<file path="config.mk">
export PLATFORM = sky130hd
export DESIGN_NAME = aib_adapt_channel
export DESIGN_NICKNAME = d
export VERILOG_FILES = /design/src/aib_adapt_pkg.sv /design/src/aib_avmm_adapt_csr.sv /design/src/aib_adapt_tx.sv /design/src/aib_adapt_rx.sv /design/src/aib_adapt_channel.sv
export SDC_FILE = /design/constraint.sdc
export NUM_CORES = 1
export LEC_CHECK = 0
export BUFFER_PORTS_ARGS = -buffer_cell sky130_fd_sc_hd__buf_2
export CAP_MARGIN = 0
export CORE_MARGIN = 3
export CORE_UTILIZATION = 36
export CTS_BUF_LIST = sky130_fd_sc_hd__clkbuf_8
export DETAILED_ROUTE_END_ITERATION = 16
export GPL_TIMING_DRIVEN = 1
export HOLD_SLACK_MARGIN = 0.06
export PLACE_DENSITY = 0.66
export SLEW_MARGIN = 0
export SYNTH_ARGS = -nofsm -noshare
export SYNTH_HDL_FRONTEND = slang
export SYNTH_SLANG_ARGS = --single-unit
</file>
<file path="constraint.sdc">
create_clock -name clk -period 2.6 [get_ports clk]
set_input_delay 0.39 -clock clk [delete_from_list [all_inputs] [get_ports clk]]
set_output_delay 0.39 -clock clk [all_outputs]
set_load 0.05 [all_outputs]
</file>
<file path="src/aib_adapt_pkg.sv">
// Shared definitions for the die-to-die adapter channel
// Register map, readback masks, field positions and stream types
`default_nettype none

package aib_adapt_pkg;

   typedef logic [6:0]  csr_addr_t;
   typedef logic [31:0] csr_data_t;
   typedef logic [3:0]  byte_en_t;
   typedef logic [31:0] lane_word_t;
   typedef logic [2:0]  dly_t;

   // Register word addresses
   localparam csr_addr_t ADDR_RX_0 = 7'h08;
   localparam csr_addr_t ADDR_RX_1 = 7'h10;
   localparam csr_addr_t ADDR_TX_0 = 7'h18;
   localparam csr_addr_t ADDR_TX_1 = 7'h1c;

   // Implemented bits per register, all others read as zero
   localparam csr_data_t RD_MASK_RX_0 = 32'h0700_0002;
   localparam csr_data_t RD_MASK_RX_1 = 32'h0000_0007;
   localparam csr_data_t RD_MASK_TX_0 = 32'hf0e0_0002;
   localparam csr_data_t RD_MASK_TX_1 = 32'h0000_c000;

   // Field positions
   localparam int CFG_ENABLE_BIT  = 1;
   localparam int TX0_DELAY_LSB   = 21;
   localparam int TX0_IDLE_LSB    = 28;
   localparam int TX1_REVERSE_BIT = 15;
   localparam int TX1_INVERT_BIT  = 14;
   localparam int RX0_DELAY_LSB   = 24;
   localparam int RX1_INVERT_BIT  = 2;
   localparam int RX1_ROTATE_LSB  = 0;

   typedef struct packed {
      logic       enable;
      dly_t       delay;
      logic [3:0] idle_nibble;
      logic       bit_reverse;
      logic       invert;
   } tx_cfg_t;

   typedef struct packed {
      logic       enable;
      dly_t       delay;
      logic       invert;
      logic [1:0] byte_rotate;
   } rx_cfg_t;

   typedef struct packed {
      logic       valid;
      lane_word_t data;
   } lane_beat_t;

endpackage

`default_nettype wire

</file>
<file path="src/aib_avmm_adapt_csr.sv">
// Configuration registers for the adapter channel
// Byte-enabled writes, one-cycle registered reads of the implemented fields,
// and continuous unpacking into the tx and rx configuration structs
`default_nettype none

module aib_avmm_adapt_csr (
   input  wire logic                     clk,
   input  wire logic                     reset_n,
   input  wire aib_adapt_pkg::csr_addr_t address,
   input  wire aib_adapt_pkg::csr_data_t writedata,
   input  wire aib_adapt_pkg::byte_en_t  byteenable,
   input  wire logic                     read,
   input  wire logic                     write,
   output aib_adapt_pkg::csr_data_t      readdata,
   output logic                          readdatavalid,
   output aib_adapt_pkg::tx_cfg_t        tx_cfg,
   output aib_adapt_pkg::rx_cfg_t        rx_cfg
);

   localparam int NUM_REGS = 4;
   localparam int REG_RX_0 = 0;
   localparam int REG_RX_1 = 1;
   localparam int REG_TX_0 = 2;
   localparam int REG_TX_1 = 3;
   localparam int DLY_W    = $bits(aib_adapt_pkg::dly_t);

   localparam aib_adapt_pkg::csr_addr_t REG_ADDR [NUM_REGS] = '{
      aib_adapt_pkg::ADDR_RX_0, aib_adapt_pkg::ADDR_RX_1,
      aib_adapt_pkg::ADDR_TX_0, aib_adapt_pkg::ADDR_TX_1};

   localparam aib_adapt_pkg::csr_data_t REG_MASK [NUM_REGS] = '{
      aib_adapt_pkg::RD_MASK_RX_0, aib_adapt_pkg::RD_MASK_RX_1,
      aib_adapt_pkg::RD_MASK_TX_0, aib_adapt_pkg::RD_MASK_TX_1};

   aib_adapt_pkg::csr_data_t csr_q [NUM_REGS];
   aib_adapt_pkg::csr_data_t lane_mask;
   aib_adapt_pkg::csr_data_t rdata_comb;
   logic [NUM_REGS-1:0]      reg_hit;

   // Lane 3 reaches only the top nibble, bits 27:24 stay at reset value
   assign lane_mask = {{4{byteenable[3]}}, 4'h0, {8{byteenable[2]}},
                       {8{byteenable[1]}}, {8{byteenable[0]}}};

   // Address decode and masked read mux
   always_comb begin
      rdata_comb = '0;
      for (int i = 0; i < NUM_REGS; i++) begin
         reg_hit[i] = (address == REG_ADDR[i]);
         if (reg_hit[i]) begin
            rdata_comb = rdata_comb | (csr_q[i] & REG_MASK[i]);
         end
      end
   end

   always_ff @(posedge clk) begin
      for (int i = 0; i < NUM_REGS; i++) begin
         if (!reset_n) begin
            csr_q[i] <= '0;
         end else if (write && reg_hit[i]) begin
            csr_q[i] <= (csr_q[i] & ~lane_mask) | (writedata & lane_mask);
         end
      end
   end

   // Read data always comes back on the following cycle
   always_ff @(posedge clk) begin
      if (!reset_n) begin
         readdata      <= '0;
         readdatavalid <= 1'b0;
      end else begin
         readdata      <= read ? rdata_comb : '0;
         readdatavalid <= read;
      end
   end

   always_comb begin
      tx_cfg.enable      = csr_q[REG_TX_0][aib_adapt_pkg::CFG_ENABLE_BIT];
      tx_cfg.delay       = csr_q[REG_TX_0][aib_adapt_pkg::TX0_DELAY_LSB +: DLY_W];
      tx_cfg.idle_nibble = csr_q[REG_TX_0][aib_adapt_pkg::TX0_IDLE_LSB +: 4];
      tx_cfg.bit_reverse = csr_q[REG_TX_1][aib_adapt_pkg::TX1_REVERSE_BIT];
      tx_cfg.invert      = csr_q[REG_TX_1][aib_adapt_pkg::TX1_INVERT_BIT];
      rx_cfg.enable      = csr_q[REG_RX_0][aib_adapt_pkg::CFG_ENABLE_BIT];
      rx_cfg.delay       = csr_q[REG_RX_0][aib_adapt_pkg::RX0_DELAY_LSB +: DLY_W];
      rx_cfg.invert      = csr_q[REG_RX_1][aib_adapt_pkg::RX1_INVERT_BIT];
      rx_cfg.byte_rotate = csr_q[REG_RX_1][aib_adapt_pkg::RX1_ROTATE_LSB +: 2];
   end

   a_rvalid_follows_read: assert property (
      @(posedge clk) disable iff (!reset_n)
      readdatavalid == $past(read));

   // Master side contract
   a_no_read_write_overlap: assert property (
      @(posedge clk) disable iff (!reset_n)
      !(read && write));

endmodule

`default_nettype wire

</file>
<file path="src/aib_adapt_tx.sv">
// Transmit adapter, core word to pad word
// Optional inversion and bit reversal, then a tapped delay line;
// idle nibble pattern on the pad whenever no valid beat is out
`default_nettype none

module aib_adapt_tx #(
   parameter int MAX_DELAY = 7
) (
   input  wire logic                      clk,
   input  wire logic                      reset_n,
   input  wire aib_adapt_pkg::tx_cfg_t    cfg,
   input  wire aib_adapt_pkg::lane_beat_t tx_in,
   output aib_adapt_pkg::lane_beat_t      tx_out
);

   localparam int DEPTH = MAX_DELAY + 1;

   aib_adapt_pkg::lane_word_t inv_word;
   aib_adapt_pkg::lane_word_t in_word;
   aib_adapt_pkg::lane_word_t idle_word;
   aib_adapt_pkg::lane_word_t data_q [DEPTH];
   logic [MAX_DELAY:0]        vld_q;
   aib_adapt_pkg::dly_t       tap;
   logic                      out_valid;

   always_comb begin
      inv_word = cfg.invert ? ~tx_in.data : tx_in.data;
      in_word  = cfg.bit_reverse ? {<<{inv_word}} : inv_word;
   end

   // Settings beyond the line depth use the last stage
   assign tap = (cfg.delay > MAX_DELAY) ? aib_adapt_pkg::dly_t'(MAX_DELAY) : cfg.delay;

   assign idle_word = {8{cfg.idle_nibble}};

   always_ff @(posedge clk) begin
      if (!reset_n) begin
         vld_q <= '0;
      end else begin
         vld_q <= {vld_q[MAX_DELAY-1:0], tx_in.valid & cfg.enable};
      end
   end

   // Stage 0 is the input register, stages 1 and up form the delay line
   always_ff @(posedge clk) begin
      data_q[0] <= in_word;
      for (int i = 1; i < DEPTH; i++) begin
         data_q[i] <= data_q[i-1];
      end
   end

   always_comb begin
      out_valid     = cfg.enable & vld_q[tap];
      tx_out.valid  = out_valid;
      tx_out.data   = out_valid ? data_q[tap] : idle_word;
   end

   // Nothing may leave once every in-flight stage entered while disabled
   a_no_valid_when_disabled: assert property (
      @(posedge clk) disable iff (!reset_n)
      (!cfg.enable) [*DEPTH] |=> (vld_q == '0));

endmodule

`default_nettype wire

</file>
<file path="src/aib_adapt_rx.sv">
// Receive adapter, pad word to core word
// Optional inversion and left rotation by whole bytes, then a tapped
// delay line; data is held at zero whenever no valid beat is out
`default_nettype none

module aib_adapt_rx #(
   parameter int MAX_DELAY = 7
) (
   input  wire logic                      clk,
   input  wire logic                      reset_n,
   input  wire aib_adapt_pkg::rx_cfg_t    cfg,
   input  wire aib_adapt_pkg::lane_beat_t rx_in,
   output aib_adapt_pkg::lane_beat_t      rx_out
);

   localparam int DEPTH = MAX_DELAY + 1;

   aib_adapt_pkg::lane_word_t inv_word;
   aib_adapt_pkg::lane_word_t rot_word;
   aib_adapt_pkg::lane_word_t data_q [DEPTH];
   logic [MAX_DELAY:0]        vld_q;
   aib_adapt_pkg::dly_t       tap;
   logic                      out_valid;

   always_comb begin
      inv_word = cfg.invert ? ~rx_in.data : rx_in.data;
      case (cfg.byte_rotate)
         2'd1:    rot_word = {inv_word[23:0], inv_word[31:24]};
         2'd2:    rot_word = {inv_word[15:0], inv_word[31:16]};
         2'd3:    rot_word = {inv_word[7:0],  inv_word[31:8]};
         default: rot_word = inv_word;
      endcase
   end

   assign tap = (cfg.delay > MAX_DELAY) ? aib_adapt_pkg::dly_t'(MAX_DELAY) : cfg.delay;

   always_ff @(posedge clk) begin
      if (!reset_n) begin
         vld_q <= '0;
      end else begin
         vld_q <= {vld_q[MAX_DELAY-1:0], rx_in.valid & cfg.enable};
      end
   end

   always_ff @(posedge clk) begin
      data_q[0] <= rot_word;
      for (int i = 1; i < DEPTH; i++) begin
         data_q[i] <= data_q[i-1];
      end
   end

   // Core side sees zero data outside valid beats
   always_comb begin
      out_valid    = cfg.enable & vld_q[tap];
      rx_out.valid = out_valid;
      rx_out.data  = out_valid ? data_q[tap] : '0;
   end

   a_zero_data_when_idle: assert property (
      @(posedge clk) disable iff (!reset_n)
      !rx_out.valid |-> (rx_out.data == '0));

endmodule

`default_nettype wire

</file>
<file path="src/aib_adapt_channel.sv">
// Adapter channel top level
// Register block driving the transmit and receive adapters
`default_nettype none

module aib_adapt_channel #(
   parameter int MAX_DELAY = 7
) (
   input  wire logic                      clk,
   input  wire logic                      reset_n,
   input  wire aib_adapt_pkg::csr_addr_t  address,
   input  wire aib_adapt_pkg::csr_data_t  writedata,
   input  wire aib_adapt_pkg::byte_en_t   byteenable,
   input  wire logic                      read,
   input  wire logic                      write,
   output wire aib_adapt_pkg::csr_data_t  readdata,
   output wire logic                      readdatavalid,
   input  wire aib_adapt_pkg::lane_beat_t tx_in,
   output wire aib_adapt_pkg::lane_beat_t tx_out,
   input  wire aib_adapt_pkg::lane_beat_t rx_in,
   output wire aib_adapt_pkg::lane_beat_t rx_out
);

   wire aib_adapt_pkg::tx_cfg_t tx_cfg;
   wire aib_adapt_pkg::rx_cfg_t rx_cfg;

   aib_avmm_adapt_csr i_aib_avmm_adapt_csr (
      .clk           (clk),
      .reset_n       (reset_n),
      .address       (address),
      .writedata     (writedata),
      .byteenable    (byteenable),
      .read          (read),
      .write         (write),
      .readdata      (readdata),
      .readdatavalid (readdatavalid),
      .tx_cfg        (tx_cfg),
      .rx_cfg        (rx_cfg)
   );

   // Core to pad
   aib_adapt_tx #(
      .MAX_DELAY (MAX_DELAY)
   ) i_aib_adapt_tx (
      .clk     (clk),
      .reset_n (reset_n),
      .cfg     (tx_cfg),
      .tx_in   (tx_in),
      .tx_out  (tx_out)
   );

   // Pad to core
   aib_adapt_rx #(
      .MAX_DELAY (MAX_DELAY)
   ) i_aib_adapt_rx (
      .clk     (clk),
      .reset_n (reset_n),
      .cfg     (rx_cfg),
      .rx_in   (rx_in),
      .rx_out  (rx_out)
   );

endmodule

`default_nettype wire

</file>
==> results of run 1 <==
-- placed cells by master (no fill, tap or decap), types with 22 or more instances in the layout --
cell / n
buf_4: 34
dfxtp_1: 310
o221ai_1: 22
xnor2_1: 47
mux2i_1: 69
buf_6: 34
clkbuf_8: 64
buf_2: 138
mux4_2: 80
and3_1: 38
nor2_1: 28
inv_1: 50
xor2_1: 26
-- synthesized netlist by cell type (19+ instances only) --
| library cell | count |
|---|---|
| buf_4 | 29 |
| dfxtp_1 | 310 |
| and3_1 | 38 |
| inv_1 | 31 |
| nand2_1 | 19 |
| mux4_2 | 80 |
| clkbuf_1 | 32 |
| xnor2_1 | 47 |
| o221ai_1 | 22 |
| xor2_1 | 26 |
| a21oi_1 | 43 |
| nor2_1 | 28 |
| mux2i_1 | 76 |
-- flip-flops by register name (all words and copies together) (netlist names) --
register,count
i_aib_adapt_rx.data_q,32
i_aib_adapt_rx.vld_q,1
i_aib_avmm_adapt_csr.readdata,12
i_aib_avmm_adapt_csr.readdatavalid,1
i_aib_adapt_tx.vld_q,8
i_aib_avmm_adapt_csr.csr_q,14
i_aib_adapt_tx.data_q,256
-- metal layers --
layer	track usage, %	share of wire (%)	vias up	wire, um
li1	-	-	3662	-
met1	20.2	46	3767	12300
met2	23.4	46	268	12400
met3	3.24	5.9	53	1580
met4	5.52	2.3	0	612
met5	0	0	-	0
-- timing repair --
| action | CTS | global route |
|---|---|---|
| gates resized for setup | 51 | 65 |
| hold endpoints to repair | 5 | 0 |
| pin swaps | 2 | 4 |
| endpoints found under the setup margin | 33 | 33 |
| hold buffers | 7 | 0 |
| gates cloned | 2 | 4 |
| setup buffers | 10 | 10 |
-- kinds of logic (layout without fill, tap and decap cells) --
logic type | count (synthesis) | count (layout)
flip-flops | 324 | 324
AND/OR/NAND/NOR | 118 | 121
multiplexers | 157 | 157
buffers and inverters | 120 | 349
XOR/XNOR | 73 | 73
other | 1 | 21
AO/OA/AOI/OAI | 114 | 114
-- layout make-up --
cell class / count / area [um^2]
Fill cell: 2844 / 17000
Tap cell: 435 / 544
Clock inverter: 27 / 228
Multi-Input combinational cell: 485 / 4850
Timing Repair Buffer: 227 / 1700
Clock buffer: 64 / 881
Antenna cell: 1 / 2.50
Inverter: 31 / 116
Sequential cell: 324 / 6630
-- final timing paths --
path         cells past startpoint                               from  slack (ps)                           end
max                              7  i_aib_avmm_adapt_csr.csr_q[2][23]        -310                    tx_out[29]
min reg2reg                      0        i_aib_adapt_tx.data_q[4][0]         320   i_aib_adapt_tx.data_q[5][0]
min                              3                          tx_in[23]         110  i_aib_adapt_tx.data_q[0][23]
max reg2reg                      5   i_aib_avmm_adapt_csr.csr_q[1][2]         700   i_aib_adapt_rx.data_q[0][3]
-- stage by stage --
| step | power, mW | setup slack, ps |
|---|---|---|
| floorplan | 6.60 | -37.8 |
| global placement | 6.92 | 156 |
| detailed placement | 6.95 | 138 |
| CTS | 11.6 | -383 |
| global route | 12.0 | -418 |
| finish | 11.5 | -312 |
-- power by group through the flow --
stage / registers [mW] / clock network, mW / logic (mW)
3_3_place_gp: 5.79 / 0 / 1.12
5_1_grt: 5.77 / 4.88 / 1.37
2_1_floorplan: 5.73 / 0 / 0.875
4_1_cts: 5.72 / 4.64 / 1.20
6_report: 5.72 / 4.52 / 1.28
3_5_place_dp: 5.82 / 0 / 1.13
-- tightest hold or removal path: stages --
cell,delay (ps)
buf_2,90
mux2i_1,70
xnor2_1,130
==> flow_metrics.py, run 1 <==
metrics = {
    "run_status": {
        "status": "finished, violations left",
        "violations": "setup timing",
    },
    "sta": {
        "period_share_pct": 112,
        "setup_slack_ps": -312,
        "fin_tns_setup_ps": -9230,
        "setup_violations": 33,
        "hold_viol_final": 0,
        "skew_ps": 39.3,
        "rsz0062_at_grt": "yes",
        "hold_slack_ps": 108,
        "max-slew-margin-rel_pct": 53.5,
        "worst_pin_slew_ps": 697,
        "period_needed_ps": 2910,
        "finalMaxSlewViolations": 0,
        "fmax_mhz": 343,
    },
    "route": {
        "drtIter0Drc": 325,
        "vias": 7750,
        "postRouteAntennaNets": 0,
        "wl_per_cell_um": 16.9,
        "route.detailed.drc": 0,
        "first_pass_iters": 5,
        "vias_per_cell": 4.86,
        "wl_um": 26900,
    },
    "clock_tree": {
        "cts_root_buffer": "clkbuf_8",
        "cts.path.max_buffers": 3,
        "cts_buffers": 52,
        "cts.clk_slew.worst_paths_ps": 60,
        "cts_tree": "built",
        "cts_max_level": 2,
        "clkLatencyLatePin_ps": 600,
        "cts.sinks": 324,
    },
    "synth": {
        "synthMuxAreaShare_pct": 21.8,
        "synth_area_per_cell_um2": 13.0,
        "ys_seq_area_share_pct": 56.1,
        "synthSimpleGateAreaFrac_pct": 5.32,
        "synth_area_leader_cell": "dfxtp_1",
        "synth_top_area_share_pct": 52.5,
        "synth_top_family_by_area": "multiplexers",
        "synthCells": 907,
        "yosys_warnings": 0,
        "ys.flop_type": "dfxtp_1",
        "synth_compound_area_share_pct": 6.06,
        "synth_area_um2": 11800,
        "synthAdderAreaFrac_pct": 0,
        "synth_edf_count": 14,
        "synth_xor_area_share_pct": 5.41,
        "synth_area_leaders": "dfxtp_1 (53%), mux4_2 (15%), mux2i_1 (6.4%), edfxtp_1 (3.6%), xnor2_1 (3.5%)",
        "synth-seq-cells": 324,
        "synthArstFlopShare_pct": 0,
        "synth.distinct_cells": 40,
    },
    "worst_setup_path": {
        "crit_top_cell": "buf_6",
        "cpPeakStageDelay_ps": 480,
        "crit_chain": "mux2_4 -> o31a_1 -> buf_6 -> a21oi_2 -> buf_6 -> a21oi_1 -> buf_4",
        "path_buf_inv": 3,
        "worstSetupPathType": "flop to primary output",
        "cp_top_family": "buffers and inverters",
        "cp_max_fo": 8,
        "slowest_stage": "edfxtp_1",
        "critPathCaptureType": "primary output",
        "start_kind": "flop",
        "crit_required_ps": 2210,
        "arrival_ps": 2520,
    },
    "layout": {
        "utilization_pct": 46.8,
        "drive_gt1_share_pct": 35.8,
        "area_growth_syn_to_layout_pct": 26.6,
        "nets": 1234,
        "final_cells": 1594,
        "design_area_um2": 14900,
    },
    "placement": {
        "hpwl_um": 17000,
        "gp_congestion": 0.810,
        "post_dp_cell_area_um2": 13100,
        "port_buffers": 171,
        "dp.cells": 1470,
    },
    "grt": {
        "overflow": 0,
        "antenna_found_initial": 1,
        "grt_pass1_wl_um": 42300,
        "grt_max_degree": 65,
        "grt_pass1_vias": 7782,
        "grt_util_all_layers_pct": 14.9,
    },
    "floorplanning": {
        "start_util_pct": 37.0,
        "die-area_um2": 35000,
        "rows": 65,
        "coreArea_um2": 32000,
        "die_h_um": 187,
        "io_pins": 212,
        "die_w_um": 187,
    },
    "power": {
        "cellPowerDensity_nw_per_um2": 770,
        "p_clk_share_pct": 39.2,
        "leakagePower_nw": 6.41,
        "p_int_mw": 8.65,
        "p_seq_share_pct": 49.7,
        "vdd_drop_max_mv": 0.394,
        "combinationalPowerShare_pct": 11.1,
        "swShare_pct": 24.9,
        "switchingPower_mw": 2.86,
    },
    "flow_run": {
        "drv_cap": 0,
    },
    "hold_path": {
        "min_path_type": "primary input to flop",
    },
}
Power figures use the tool's default switching activity.
==> run 2: changes to the inputs <==
--- a/constraint.sdc
+++ b/constraint.sdc
@@ -3,2 +3,2 @@
 set_output_delay 0.39 -clock clk [all_outputs]
-set_load 0.05 [all_outputs]
+set_load 0.01 [all_outputs]
==> run 2 against run 1 <==
Effect of this change:
- the run still ends with setup timing left
- via count decreased by 1.8%
- final cell count fell by 0.94%
- flip-flop and latch count unchanged
- core utilization down 1.9 points
- power down 5.0%
==> flow_metrics.py, run 2 (synthesized netlist as in run 1, its figures left out) <==
metrics = {
    "run_status": {
        "status": "finished, violations left",
        "violations": "setup timing",
    },
    "route": {
        "vias_per_cell": 4.82,
        "drtIter0Drc": 320,
        "postRouteAntennaNets": 0,
        "top_layer": "met4",
        "wl_per_cell_um": 16.3,
        "vias": 7608,
        "route.detailed.drc": 0,
        "first_pass_iters": 4,
        "wl_um": 25800,
        "route.met3.wl_um": 1740,
        "m1WireLength_um": 11500,
        "met2_length_um": 11900,
    },
    "sta": {
        "fmax_mhz": 363,
        "setup_violations": 33,
        "period_needed_ps": 2760,
        "worst_pin_slew_ps": 694,
        "max-slew-margin-rel_pct": 53.7,
        "hold_viol_final": 0,
        "setup_slack_ps": -158,
        "period_share_pct": 106,
        "finalMaxSlewViolations": 0,
        "fin_tns_setup_ps": -3710,
        "hold_slack_ps": 102,
        "skew_ps": 39.2,
        "rsz0062_at_grt": "yes",
    },
    "placement": {
        "dp.cells": 1471,
        "gp_congestion": 0.799,
        "port_buffers": 171,
        "hpwl_um": 17300,
    },
    "grt": {
        "grt_util_all_layers_pct": 14.6,
        "overflow": 0,
        "grt_pass1_vias": 7775,
        "antenna_found_initial": 3,
        "grt_pass1_wl_um": 41500,
        "grt_max_degree": 35,
    },
    "power": {
        "p_clk_share_pct": 38.7,
        "cellPowerDensity_nw_per_um2": 762,
        "p_seq_share_pct": 52.3,
        "switchingPower_mw": 2.64,
        "leakagePower_nw": 6.23,
        "design_power_total_mw": 10.9,
        "p_int_mw": 8.30,
        "vdd_drop_max_mv": 0.443,
        "swShare_pct": 24.1,
        "combinationalPowerShare_pct": 9.1,
    },
    "flow_run": {
        "drv_cap": 0,
    },
    "worst_setup_path": {
        "start_kind": "flop",
        "timing.rr.end": "i_aib_adapt_rx.data_q[0][30]",
        "crit_required_ps": 2210,
        "r2r_cells": 5,
        "startpoint": "i_aib_avmm_adapt_csr.csr_q[2][21]",
        "cp_max_fo": 11,
        "reg2reg_from": "i_aib_avmm_adapt_csr.csr_q[1][2]",
        "arrival_ps": 2370,
        "reg2reg_slack_ps": 630,
        "critPathCaptureType": "primary output",
        "worstSetupPathType": "flop to primary output",
    },
    "floorplanning": {
        "rows": 65,
        "io_pins": 212,
        "coreArea_um2": 32000,
        "die_w_um": 187,
        "start_util_pct": 37.0,
        "die-area_um2": 35000,
        "die_h_um": 187,
    },
    "clock_tree": {
        "cts_max_level": 2,
        "cts_buffers": 52,
        "clkLatencyLatePin_ps": 590,
        "cts.sinks": 324,
        "cts.path.max_buffers": 3,
        "cts.clk_slew.worst_paths_ps": 60,
        "cts_tree": "built",
        "cts_root_buffer": "clkbuf_8",
    },
    "layout": {
        "regArea_um2": 6630,
        "nets": 1215,
        "drive_gt1_share_pct": 32.8,
        "final_cells": 1579,
        "fillers": 2912,
        "layout_common_cells": "dfxtp_1 (310), buf_2 (169), mux4_2 (80)",
        "layout_commonest_cell": "dfxtp_1",
        "multi_input_area_um2": 4680,
        "area_growth_syn_to_layout_pct": 21.5,
        "reg_top3": "i_aib_adapt_tx.data_q (256), i_aib_adapt_rx.data_q (32), i_aib_avmm_adapt_csr.csr_q (14)",
        "utilization_pct": 44.9,
        "regMostFlops": "i_aib_adapt_tx.data_q",
        "largest_reg_flops": 256,
    },
    "hold_path": {
        "worstHoldEndpoint": "i_aib_adapt_tx.data_q[0][23]",
        "min_from": "tx_in[23]",
        "whs_path_depth": 3,
        "min_path_type": "primary input to flop",
    },
}
-- run 2: how the worst max path moves through the flow --
stage,to,slack [ps]
final,tx_out[9],-160
after global routing,tx_out[11],-300
after CTS,tx_out[9],-230
after detailed placement,tx_out[2],320
after global placement,tx_out[29],290
after floorplan,i_aib_avmm_adapt_csr.csr_q[2][1],490
-- run 2: area by class of cell --
type                    count  area share (%)
flip-flops and latches    324            46.2
multi-input cells         482            32.6
repair buffers            211            9.35
clock buffers              61            5.85
well taps                 435            3.79
clock inverters            33            1.41
inverters                  31           0.811
diodes                      2          0.0349
-- run 2: timing repair --
item                       4_1_cts  5_1_grt
setup buffers                    4        2
cloned                           2        0
hold buffers                     4        0
resized for setup               19        1
hold endpoints to repair         4        0
setup endpoints to repair       33       33
-- run 2: per-layer routing --
| metal | up-vias | GRT usage [%] |
|---|---|---|
| li1 | 3620 | - |
| met1 | 3706 | 19.2 |
| met2 | 227 | 23.5 |
| met3 | 55 | 3.47 |
| met4 | 0 | 5.61 |
| met5 | - | 0 |
-- run 2: power groups by stage --
stage,Combinational (mW),Clock [mW],Sequential [mW]
detailed placement,0.964,0,5.82
floorplan,0.709,0,5.72
finish,0.995,4.23,5.72
global placement,0.954,0,5.79
CTS,1.00,4.38,5.72
global route,1.09,4.61,5.77
-- run 2: critical path: stages (launching register included) --
cell	delay (ps)
edfxtp_1	400
buf_12	190
bufbuf_16	310
mux4_2	500
mux2i_1	130
a21oi_1	100
buf_2	150
-- run 2: stage by stage --
step | instance area, um^2 | setup WS (ps)
5_1_grt | 14400 | -297
6_report | 14400 | -158
4_1_cts | 14300 | -233
3_5_place_dp | 13100 | 320
2_1_floorplan | 11900 | 485
3_3_place_gp | 13100 | 286
==> run 3: changes to the inputs <==
- PLACE_DENSITY: 0.66 -> 0.64
- SYNTH_HIERARCHICAL: default -> 1
==> run 3 against run 2 <==
Effect of this change:
- clock power rose by 81%
- largest power group unchanged
- count of clock-buffer cells in the layout rose by 58
- critical path depth rose by 1
- largest cell class unchanged
- power rose by 76%
- worst hold slack improved by 20 ps
- flip-flop and latch count rose by 231
- design area rose by 59%
- synthesized cell count rose by 29%
- the flow still finishes with violations (setup timing)
- worst setup slack got worse by 92 ps
- sequential power rose by 73%
- global-route usage fell by 0.54 points
- maximum frequency fell by 3.2%
==> flow_metrics.py, run 3 <==
metrics = {
    "run_status": {
        "status": "finished, violations left",
        "violations": "setup timing",
    },
    "sta": {
        "rsz0062_at_grt": "yes",
        "hold_viol_final": 0,
        "setup_slack_ps": -250,
        "fmax_mhz": 351,
        "fin_tns_setup_ps": -7390,
        "setup_violations": 33,
        "period_needed_ps": 2850,
        "max-slew-margin-rel_pct": 13.5,
        "worst_pin_slew_ps": 1300,
        "period_share_pct": 110,
        "finalMaxSlewViolations": 0,
        "skew_ps": 38.2,
    },
    "clock_tree": {
        "cts.path.max_buffers": 3,
        "cts.sinks": 555,
        "cts_root_buffer": "clkbuf_8",
        "cts.clk_slew.worst_paths_ps": 60,
        "cts_max_level": 3,
        "clkLatencyLatePin_ps": 660,
        "cts_tree": "built",
        "cts_buffers": 89,
    },
    "route": {
        "postRouteAntennaNets": 0,
        "vias": 10200,
        "wl_um": 38200,
        "drtIter0Drc": 502,
        "first_pass_iters": 4,
        "wl_per_cell_um": 17.4,
        "route.detailed.drc": 0,
        "vias_per_cell": 4.66,
    },
    "floorplanning": {
        "die_h_um": 232,
        "io_pins": 212,
        "coreArea_um2": 50300,
        "rows": 82,
        "start_util_pct": 36.5,
        "die_w_um": 232,
        "die-area_um2": 53700,
    },
    "layout": {
        "diodes": 0,
        "drive_gt1_share_pct": 37.2,
        "layout_common_cells": "dfxtp_1 (541), buf_2 (158), mux4_2 (142)",
        "area_growth_syn_to_layout_pct": 24.3,
        "layout_commonest_cell": "dfxtp_1",
        "nets": 1559,
        "final_cells": 2192,
        "reg_top3": "i_aib_adapt_rx/data_q (256), i_aib_adapt_tx/data_q (256), i_aib_avmm_adapt_csr/csr_q (14)",
        "design_area_um2": 22800,
    },
    "synth": {
        "synth_edf_count": 14,
        "synthArstFlopShare_pct": 0,
        "ys_seq_area_share_pct": 61.3,
        "synth_area_um2": 18400,
        "yosysMostFrequentCell": "dfxtp_1",
        "synth_area_leaders": "dfxtp_1 (59%), mux4_2 (17%), mux2i_1 (7.6%), edfxtp_1 (2.3%), xor2_1 (1.7%)",
        "synth_commonest_cells": "dfxtp_1 (541), mux4_2 (142), mux2i_1 (140), buf_4 (39), xor2_1 (36)",
        "yosys_warnings": 6,
        "synth_top_area_share_pct": 59.0,
        "synth.distinct_cells": 45,
        "synth_area_leader_cell": "dfxtp_1",
        "ys.flop_type": "dfxtp_1",
        "synth_area_per_cell_um2": 15.7,
        "synth-seq-cells": 555,
        "synthCells": 1166,
    },
    "power": {
        "design_power_total_mw": 19.3,
        "cellPowerDensity_nw_per_um2": 845,
        "leakagePower_nw": 9.37,
        "vdd_drop_max_mv": 0.819,
    },
    "worst_setup_path": {
        "cp_max_fo": 8,
        "critPathCaptureType": "primary output",
        "reg2reg_slack_ps": 490,
        "crit_required_ps": 2210,
        "start_kind": "flop",
        "r2r_cells": 5,
        "worstSetupPathType": "flop to primary output",
        "arrival_ps": 2460,
    },
    "grt": {
        "grt_util_all_layers_pct": 14.1,
        "antenna_found_initial": 1,
        "grt_max_degree": 68,
        "overflow": 0,
        "grt_pass1_vias": 11000,
        "grt_pass1_wl_um": 59600,
    },
    "placement": {
        "hpwl_um": 23300,
        "port_buffers": 171,
        "post_dp_cell_area_um2": 19800,
        "dp.cells": 1958,
        "gp_congestion": 0.733,
    },
    "flow_run": {
        "drv_cap": 0,
    },
    "hold_path": {
        "min_path_type": "primary input to flop",
        "whs_path_depth": 3,
    },
}
[run 3: cell type report]
class / count / area [um^2]
Sequential cell: 555 / 11300
Clock inverter: 46 / 277
Tap cell: 672 / 841
Timing Repair Buffer: 263 / 2020
Fill cell: 4403 / 27500
Multi-Input combinational cell: 534 / 6790
Clock buffer: 119 / 1640
Inverter: 3 / 11.3
[run 3: stage by stage]
stage	utilization, %	hold WS (ps)	setup WS (ps)
6_report	45.4	122	-250
5_1_grt	45.4	89.2	-373
4_1_cts	44.8	60.1	-339
3_5_place_dp	39.4	328	209
3_3_place_gp	39.4	327	199
2_1_floorplan	-	323	486
[run 3: path summary, 6_finish.rpt]
| kind | start | endpoint |
|---|---|---|
| worst min register to register | i_aib_adapt_rx/data_q[2][4] | i_aib_adapt_rx/data_q[3][4] |
| worst max register to register | i_aib_avmm_adapt_csr/csr_q[0][1] | i_aib_avmm_adapt_csr/readdata[1] |
| worst max-delay path | i_aib_avmm_adapt_csr/csr_q[1][23] | tx_out[6] |
| worst min-delay path | tx_in[19] | i_aib_adapt_tx/data_q[0][12] |
[run 3: what timing repair did]
action,CTS,global route
endpoints found under the hold margin,37,0
hold buffers,53,0
cloned,1,2
setup endpoints to repair,33,34
gates resized for setup,25,44
setup buffers,12,2
pin swaps,3,4
[run 3: where the power goes]
group | internal, mW | switching [mW]
Combinational | 0.970 | 0.755
Clock | 4.31 | 3.35
Sequential | 9.49 | 0.402
Total | 14.8 | 4.51
[run 3: cell families after synthesis]
logic type                after synthesis  share of synthesized area, %
and+or+nand+nor                       104                          3.54
DFF                                   555                          61.3
AOI/OAI and AO/OA                      47                          2.34
other                                   1                        0.0204
muxes                                 289                          25.8
xor gates and xnor gates               71                          3.39
buffers and inverters                  99                          3.67
[run 3: layer usage]
metal	global-route usage [%]	share of wire (%)
met4	4.82	2.1
met2	22.9	48
met1	18.4	45
met3	3.42	5.0
met5	0	0
[run 3: worst max-delay path, stage by stage, from the launching register on]
cell and delay [ps]:
edfxtp_1 430, mux2_4 320, o31a_1 360, buf_6 180
a21oi_4 170, buf_12 180, a21oi_2 50, buf_2 140
